==> src/raycast_config.svh <==
`ifndef RAYCAST_CONFIG_SVH
`define RAYCAST_CONFIG_SVH

// parallel DDA steppers behind the dispatcher
`define RC_NUM_CORES 4

// square tile map, side length in tiles
`define RC_MAP_DIM 24

// visible rows, numerator of the line height division
`define RC_SCREEN_HEIGHT 240

// quotient width of the line height divider, also its cycle count
`define RC_DIV_BITS 16

`endif

==> src/rayPkg.sv <==
`include "raycast_config.svh"

package rayPkg;

  typedef logic [15:0] fixed88T; // 8.8 fixed point, signed where noted
  typedef logic [6:0] mapCoordT; // tile index on one axis
  typedef logic [$clog2(`RC_MAP_DIM*`RC_MAP_DIM)-1:0] mapAddrT; // x + y*dim
  typedef logic [10:0] columnT; // screen column of the ray
  typedef logic [3:0] tileT; // tile code, zero is empty floor
  typedef logic [`RC_NUM_CORES-1:0] coreSelT; // one bit per core

  // everything the stepper needs for one ray, prepared upstream
  typedef struct packed {
    columnT column;
    logic stepXNeg; // map x walks down
    logic stepYNeg; // map y walks down
    fixed88T rayDirX; // signed
    fixed88T rayDirY; // signed
    fixed88T deltaDistX;
    fixed88T deltaDistY;
    fixed88T posX;
    fixed88T posY;
    fixed88T sideDistX; // distance to first x side
    fixed88T sideDistY; // distance to first y side
    mapCoordT mapX; // starting cell
    mapCoordT mapY;
  } rayJobT;

  // one finished screen column
  typedef struct packed {
    columnT column;
    logic [`RC_DIV_BITS-1:0] lineHeight; // whole pixels
    logic wallSide; // 0 x side, 1 y side
    tileT tile; // code of the wall tile
    logic [7:0] wallX; // hit fraction along the wall
  } colResultT;

  typedef enum logic [2:0] {
    IDLE,
    STEP,
    WAIT_MAP,
    DIVIDE,
    FINISH,
    HOLD
  } ddaStateT;

endpackage

==> src/ddaCore.sv <==
`timescale 1ns/1ps
`include "raycast_config.svh"

module ddaCore (
  input logic pixel_clk_in,
  input logic rst_in,
  input logic jobStart, // take jobData this edge
  input rayPkg::rayJobT jobData,
  output logic idle,
  output logic mapReq, // held until mapValid
  output rayPkg::mapAddrT mapAddr,
  input logic mapValid, // answer for our request
  input rayPkg::tileT mapData,
  output logic done, // held until doneAck
  output rayPkg::colResultT result,
  input logic doneAck
);

  // screen height in 8.8, so the quotient comes out in whole pixels
  localparam logic [`RC_DIV_BITS-1:0] lineDividend = `RC_SCREEN_HEIGHT * 256;

  rayPkg::ddaStateT state;
  rayPkg::rayJobT job; // copy of the ray being walked
  rayPkg::fixed88T sideX; // running side distances
  rayPkg::fixed88T sideY;
  rayPkg::mapCoordT cellX; // current cell
  rayPkg::mapCoordT cellY;
  logic wallSide; // side crossed by the last step
  rayPkg::tileT hitTile;
  rayPkg::fixed88T perpDist; // perpendicular wall distance

  logic takeX; // next step crosses an x side
  rayPkg::mapCoordT nextCellX;
  rayPkg::mapCoordT nextCellY;

  logic [`RC_DIV_BITS-1:0] divRem; // partial remainder
  logic [`RC_DIV_BITS-1:0] divQuo; // dividend shifting out, quotient shifting in
  logic [$clog2(`RC_DIV_BITS)-1:0] divCnt; // iterations left
  logic [`RC_DIV_BITS:0] divShift;
  logic [`RC_DIV_BITS+1:0] divTrial; // msb set means negative

  logic signed [32:0] fracProd; // distance times direction, 16.16
  rayPkg::fixed88T fracPos;
  logic [7:0] wallFrac;

  function automatic rayPkg::mapAddrT addrOf(rayPkg::mapCoordT x, rayPkg::mapCoordT y);
    return rayPkg::mapAddrT'(x) + rayPkg::mapAddrT'(y) * rayPkg::mapAddrT'(`RC_MAP_DIM);
  endfunction

  assign takeX = sideX < sideY; // tie goes to y
  assign nextCellX = job.stepXNeg ? cellX - 1'b1 : cellX + 1'b1;
  assign nextCellY = job.stepYNeg ? cellY - 1'b1 : cellY + 1'b1;

  // restoring divider, a zero divisor never goes negative so it saturates to all ones
  assign divShift = {divRem, divQuo[`RC_DIV_BITS-1]};
  assign divTrial = {1'b0, divShift} - (`RC_DIV_BITS+2)'(perpDist);

  // fraction runs along the axis opposite to the hit side
  always_comb begin
    if (wallSide) begin
      fracProd = $signed({1'b0, perpDist}) * $signed(job.rayDirX);
      fracPos = job.posX;
    end else begin
      fracProd = $signed({1'b0, perpDist}) * $signed(job.rayDirY);
      fracPos = job.posY;
    end
  end

  assign wallFrac = fracPos[7:0] + fracProd[15:8]; // only the fraction bits survive

  assign idle = state == rayPkg::IDLE;
  assign mapReq = state == rayPkg::WAIT_MAP;
  assign done = state == rayPkg::HOLD;

  always_ff @(posedge pixel_clk_in) begin
    if (rst_in) begin
      state <= rayPkg::IDLE;
    end else begin
      case (state)
        rayPkg::IDLE: begin
          if (jobStart) begin
            job <= jobData;
            sideX <= jobData.sideDistX;
            sideY <= jobData.sideDistY;
            cellX <= jobData.mapX;
            cellY <= jobData.mapY;
            state <= rayPkg::STEP;
          end
        end
        rayPkg::STEP: begin
          if (takeX) begin
            sideX <= sideX + job.deltaDistX;
            cellX <= nextCellX;
            wallSide <= 1'b0;
            mapAddr <= addrOf(nextCellX, cellY);
          end else begin
            sideY <= sideY + job.deltaDistY;
            cellY <= nextCellY;
            wallSide <= 1'b1;
            mapAddr <= addrOf(cellX, nextCellY);
          end
          state <= rayPkg::WAIT_MAP;
        end
        rayPkg::WAIT_MAP: begin
          if (mapValid) begin
            if (mapData != '0) begin
              hitTile <= mapData;
              // side distance already moved past the wall, back off one delta
              perpDist <= wallSide ? sideY - job.deltaDistY : sideX - job.deltaDistX;
              divRem <= '0;
              divQuo <= lineDividend;
              divCnt <= ($clog2(`RC_DIV_BITS))'(`RC_DIV_BITS - 1);
              state <= rayPkg::DIVIDE;
            end else begin
              state <= rayPkg::STEP; // empty floor, keep walking
            end
          end
        end
        rayPkg::DIVIDE: begin
          if (divTrial[`RC_DIV_BITS+1]) begin
            divRem <= divShift[`RC_DIV_BITS-1:0]; // restore
            divQuo <= {divQuo[`RC_DIV_BITS-2:0], 1'b0};
          end else begin
            divRem <= divTrial[`RC_DIV_BITS-1:0];
            divQuo <= {divQuo[`RC_DIV_BITS-2:0], 1'b1};
          end
          divCnt <= divCnt - 1'b1;
          if (divCnt == '0) begin
            state <= rayPkg::FINISH;
          end
        end
        rayPkg::FINISH: begin
          result.column <= job.column;
          result.lineHeight <= divQuo;
          result.wallSide <= wallSide;
          result.tile <= hitTile;
          result.wallX <= wallFrac;
          state <= rayPkg::HOLD;
        end
        rayPkg::HOLD: begin
          if (doneAck) begin
            state <= rayPkg::IDLE; // result taken by the collector
          end
        end
        default: state <= rayPkg::IDLE;
      endcase
    end
  end

endmodule

==> config.mk <==
export PLATFORM = sky130hd
export DESIGN_NAME = ddaCore
export DESIGN_NICKNAME = d
export VERILOG_FILES = /design/src/rayPkg.sv /design/src/ddaCore.sv
export VERILOG_INCLUDE_DIRS = /design/src
export SDC_FILE = /design/constraint.sdc
export NUM_CORES = 1
export LEC_CHECK = 0
export CAP_MARGIN = 5
export CORE_MARGIN = 2
export CORE_UTILIZATION = 45
export CTS_BUF_LIST = sky130_fd_sc_hd__clkbuf_16
export CTS_CLUSTER_SIZE = 30
export DETAILED_ROUTE_END_ITERATION = 16
export DONT_BUFFER_PORTS = 1
export SLEW_MARGIN = 0
export SYNTH_ARGS = -nofsm -noshare
export SYNTH_HDL_FRONTEND = slang
export SYNTH_SLANG_ARGS = --single-unit
==> constraint.sdc <==
create_clock -name pixel_clk_in -period 6.33 [get_ports pixel_clk_in]
set_input_delay 0.3165 -clock pixel_clk_in [delete_from_list [all_inputs] [get_ports pixel_clk_in]]
set_output_delay 0.3165 -clock pixel_clk_in [all_outputs]
set_load 0.01 [all_outputs]
# Word-level counts from Yosys, hierarchy flattened

Cells that the tools add are included.

Flip-flop bits (word level): 249
Bits in latches: 0
Bits in writable memories: 0
Memory bits (read-only): 0
Input bits: 164
Output and inout bits: 53
Memories: 0

Add/subtract/negate cells: 13
Multipliers: 4
Div/mod/pow operators: 0
$lt $le $gt $ge: 1
Equal/unequal tests: 12
Shift operators: 0
Muxes and demuxes: 36
Bitwise logic cells: 1
Reduce and logical (&&, ||, !) cells: 13

Operators by type and width:

| kind                                                 | number |
|---|---|
| two-way mux 16 bit                                   | 11 |
| one-hot mux 16 bit (2 select lines)                  | 4 |
| two-way mux 7 bit                                    | 6 |
| multiplier 17 x 16 -> 16 bit                         | 2 |
| adder 16 bit                                         | 2 |
| subtractor 16 bit                                    | 2 |
| one-hot mux 7 bit (2 select lines)                   | 2 |
| adder 7 x 10 -> 10 bit                               | 2 |
| AND reduction 4 bit                                  | 5 |
| one-hot mux 3 bit (6 select lines)                   | 1 |
| subtractor 17 x 16 -> 18 bit                         | 1 |
| less-than comparator 16 bit                          | 1 |
| adder 7 x 1 -> 7 bit (second input constant)         | 2 |
| multiplier 7 x 2 -> 7 bit (second input constant)    | 2 |
| subtractor 7 x 1 -> 7 bit (second input constant)    | 2 |
| two-way mux 3 bit                                    | 4 |
| two-way mux 10 bit                                   | 1 |
| adder 8 bit                                          | 1 |
| two-way mux 4 bit                                    | 2 |
| two-way mux 8 bit                                    | 1 |
| inequality test 2 bit (second input constant)        | 4 |
| one-hot mux 4 bit (2 select lines)                   | 1 |
| equality test 3 x 2 -> 1 bit (second input constant) | 2 |
| equality test 3 bit (second input constant)          | 2 |
| 12 further kinds                                     | 17 |

# Depth between registers and ports, before layout

Depth after elaboration: 5
Depth in mapped cells: 30
Depth with buffers taken out: 28

# Least setup slack after synthesis

Ideal clock, no wire load.

Kind: register to register
Start: reg perpDist[6]
End: reg result[7] in the netlist's numbering, data pin
Setup time: 0.260 ns
Arrival time: 5.910 ns
Required time: 6.070 ns
Path slack: 0.160 ns
Cell stages (with the launch flop): 27
Buffers on the path: 2
Cell sequence: edfxtp_1 > clkbuf_1 > clkbuf_1 > nand2_1 > fa_1 > inv_1 > fa_1 > ha_1 > fa_1 > fa_1 > inv_1 > fa_1 > inv_1 > ha_1 > nand3_1 > o311ai_2 > o21a_1 > o21a_1 > o21ai_1 > nand2b_1 > a21oi_1 > xor2_1 > a21boi_1 > ha_1 > a21oi_1 > o21ai_0 > xnor2_1

Word-level cells in the longest chain between the ends: 3

RTL lines:

| what                                                   | RTL line                     | text |
|---|---|---|
| start: declaration                                     | ddaCore.sv:30                | `rayPkg::fixed88T perpDist;` |
| start signal: assignment                               | ddaCore.sv:109               | `perpDist <= wallSide ? sideY - job.deltaDistY : sideX - job.deltaDistX;` |
| multiplier 17 x 16 -> 16 bit, on equally long branches | ddaCore.sv:64, ddaCore.sv:61 |  |
| two-way mux 16 bit *                                   | ddaCore.sv:60                | `if (wallSide) begin` |
| adder 8 bit *                                          | ddaCore.sv:69                | `assign wallFrac = fracPos[7:0] + fracProd[15:8];` |
| via wallFrac[7]                                        | ddaCore.sv:44                | `logic [7:0] wallFrac;` |
| end: declaration                                       | ddaCore.sv:15                | `output rayPkg::colResultT result,` |

The timed path passes the listed nets; every way through them passes the cells marked *.
A chain may end at the register's enable or synchronous reset.

# Worst setup path after layout

Start: reg perpDist[5]
End: reg result[7] in the netlist's numbering, data pin

Same word-level chain as after synthesis.

==> flow_summary_export.csv <==
group,metric,value,unit
logic_synthesis,syn_inst,2111,
setup_path,r2r-end,"result[7]$_DFFE_PP_",
logic_synthesis,synth_ff_type,"edfxtp_1",
placement,placement.io_buffers,0,
cells_and_area,fin_util,0.537,
placement,pre_cts_slack,-0.135,ns
setup_path,r2r-start,"perpDist[5]$_DFFE_PP_",
routing,routed_via_density,5.10,
timing,period_share,0.986,
cells_and_area,final_nets,2865,
power,power_density,569,nW/µm²
global_routing,grtUsageTotal,0.205,
timing,worst_slew_pin_slew,1.20,ns
placement,place.detailed.hpwl,37.7,mm
floorplan,die_x,224,µm
power,p_leak,11.3,nW
setup_path,r2r_cells,23,
timing,maxSlewHeadroom,0.199,
placement,dp_cells,2711,
routing,drt_first_iter_violations,694,
floorplan,coreArea,47800,µm²
timing,setup_tns,0,ns
global_routing,grt_pass1_wl,81.7,mm
routing,vias,14900,
logic_synthesis,synth_area_leaders,"edfxtp_1, fa_1, ha_1",
routing,drc,0,
clocking,numCtsBuffers,34,
placement,routabilityCongestion,0.857,
clocking,cts_tree,"done",
timing,fin_ws,0.0870,ns
timing,final.setup_skew,0.0312,ns
power,power,14.6,mW
clocking,clk_path_buf_depth,3,
clocking,path_clk_slew,0.06,ns
logic_synthesis,ys_async_sr_fraction,0,
setup_path,critical_path_class,"reg2reg",
timing,hold_viol,0,
timing,drv_slew,0,
global_routing,antenna_found_initial,4,
logic_synthesis,synth_largest_area_cell,"edfxtp_1",
global_routing,grt_max_degree,87,
logic_synthesis,synth_area,21800,µm²
setup_path,end_kind,"flip-flop",
floorplan,std_cell_rows,80,
logic_synthesis,synth_edf_count,246,
global_routing,grt_pass1_vias,16000,
logic_synthesis,synth-seq-area-share,0.341,
logic_synthesis,ys_types,63,
setup_path,cp_max_fo,4,
timing,rsz0062_at_grt,"yes",
logic_synthesis,synth-seq-cells,249,
clocking,clk_latency,0.56,ns
run,drv_cap,0,
setup_path,critPathRequiredTime,6.63,ns
timing,max_freq,160,MHz
floorplan,die-height,224,µm
timing,setup_viol,0,
min_path,hold_path_class,"in2reg",
cells_and_area,fin_cells,2931,
setup_path,startpoint,"perpDist[5]$_DFFE_PP_",
power,ir_drop,0.000658,V
routing,drt_pre_antenna_iters,5,
routing,wl,50.2,mm
setup_path,start_kind,"flip-flop",
logic_synthesis,syn_area_per_cell,10.3,µm²
logic_synthesis,netlist.area_leader.share,0.339,
cells_and_area,area_delta_synth_final,17.8,%
clocking,cts-root-buf,"clkbuf_16",
floorplan,start_util,0.456,
clocking,htreeDepth,2,
timing,layout_min_cycle_time,6.24,ns
logic_synthesis,yosysWarningCount,0,
setup_path,cp.arrival,6.54,ns
global_routing,grt_overflow,0,
routing,final_antenna_net_count,0,
routing,wire_per_inst,17.1,µm
floorplan,die_area,50300,µm²
clocking,cts_sinks,249,
logic_synthesis,synth_nets,2686,
setup_path,cp-endpoint,"result[7]$_DFFE_PP_",
floorplan,ios,217,
cells_and_area,layout-drive-gt1-share,0.0799,
run_status,status,"completed",
setup_path,r2r_setup_slack,0.09,ns
## cell families after synthesis
| logic type | count (synthesis) | synth area share |
|---|---|---|
| simple gates | 525 | 0.119 |
| mux | 40 | 0.0193 |
| flops | 249 | 0.341 |
| buf+inv | 424 | 0.0735 |
| compound gates | 293 | 0.0856 |
| xor+xnor | 169 | 0.0678 |
| fa+ha+maj | 411 | 0.294 |
## how the worst min path moves through the flow
stage	startpoint	end	slack (ns)	cells past startpoint
2_1_floorplan	rst_in	state[2]$_SDFFE_PP0P_	0.39	1
3_3_place_gp	rst_in	state[1]$_SDFFE_PP0P_	0.39	1
3_5_place_dp	rst_in	state[1]$_SDFFE_PP0P_	0.40	1
4_1_cts	rst_in	state[0]$_SDFFE_PP0P_	0.02	2
5_1_grt	rst_in	state[0]$_SDFFE_PP0P_	0.04	2
6_report	rst_in	state[0]$_SDFFE_PP0P_	0.05	2
## area by class of cell
| class | instances | area [µm²] |
|---|---|---|
| Inverter | 348 | 1310 |
| Timing Repair Buffer | 219 | 2120 |
| Tap cell | 615 | 769 |
| Fill cell | 4151 | 22100 |
| Antenna cell | 2 | 5.00 |
| Multi-Input combinational cell | 1438 | 13000 |
| Clock buffer | 34 | 851 |
| Sequential cell | 249 | 7450 |
| Clock inverter | 26 | 230 |
## metal layers
| layer | vias to the layer above | part of all wire | track usage |
|---|---|---|---|
| met5 | - | 0.00070 | 0 |
| met4 | 6 | 0.026 | 0.0669 |
| met2 | 276 | 0.50 | 0.355 |
| met3 | 78 | 0.039 | 0.0290 |
| li1 | 7287 | - | - |
| met1 | 7289 | 0.44 | 0.265 |
## synthesized netlist by cell type, types with 5 or more instances
master and number:
nand2_1 205, mux2i_1 23, nor3_1 31, clkbuf_1 68, nand2b_1 25, edfxtp_1 246
a21oi_1 94, a21o_1 26, o21a_1 17, nor2_1 64, inv_1 346, mux2_2 17
and2_1 138, nor2b_1 12, or3_1 14, fa_1 168, ha_1 243, o21bai_1 20
a31oi_1 8, a211oi_1 6, nand3_1 12, xnor2_1 132, o21ai_1 11, and3_1 5
xor2_1 37, o31ai_1 7, o21ai_0 70
## through the flow
stage               cell area, µm²  hold WS [ns]
floorplan                    21800         0.389
global placement             22900         0.393
detailed placement           22900         0.396
CTS                          25500        0.0202
global route                 25700        0.0422
finish                       25700        0.0523
## cell usage in the layout, fill, tap and decap left out, types with 26 or more instances in the layout
cell	n
o21ai_0	66
edfxtp_1	246
nor3_1	30
xor2_1	36
clkbuf_16	34
and2_1	138
ha_1	238
nor2_1	64
xnor2_1	131
buf_4	62
nand2_1	205
a21oi_1	89
dlygate4sd3_1	145
inv_1	350
a21o_1	26
fa_1	166
## worst max-delay path: stages, from the launching register on
cell and delay (ns):
edfxtp_1 0.46, buf_4 0.18, and2_1 0.14, fa_1 0.48
inv_1 0.05, fa_1 0.50, fa_1 0.44, fa_1 0.55
inv_1 0.05, fa_1 0.48, inv_1 0.05, fa_1 0.49
inv_1 0.04, ha_1 0.17, or3_1 0.32, o211a_1 0.23
o21a_1 0.20, o21a_1 0.19, o21ai_1 0.14, a21boi_4 0.22
ha_4 0.22, a21oi_1 0.15, o21ai_1 0.10, xnor2_1 0.13
## registers in the layout, indices dropped and copies added, names as in the netlist
name,count
sideY,16
divQuo,16
cellX,7
divRem,16
hitTile,4
cellY,7
job,93
divCnt,4
wallSide,1
result,40
mapAddr,10
perpDist,16
state,3
sideX,16
## power breakdown
| part | total [mW] | switching [mW] | internal [mW] |
|---|---|---|---|
| sequential | 2.60 | 0.208 | 2.40 |
| combinational | 10.2 | 5.40 | 4.78 |
| clock | 1.84 | 0.768 | 1.07 |
| total | 14.6 | 6.37 | 8.25 |
## timing repair
item                                    in CTS  in global routing
endpoints found under the hold margin      153                  0
buffers inserted                             7                  6
endpoints found under the setup margin       1                  4
hold buffers                               145                  0
gates resized for setup                      3                 26
pin swaps                                    3                  7
Note: power is estimated with default switching activity, not from simulation.
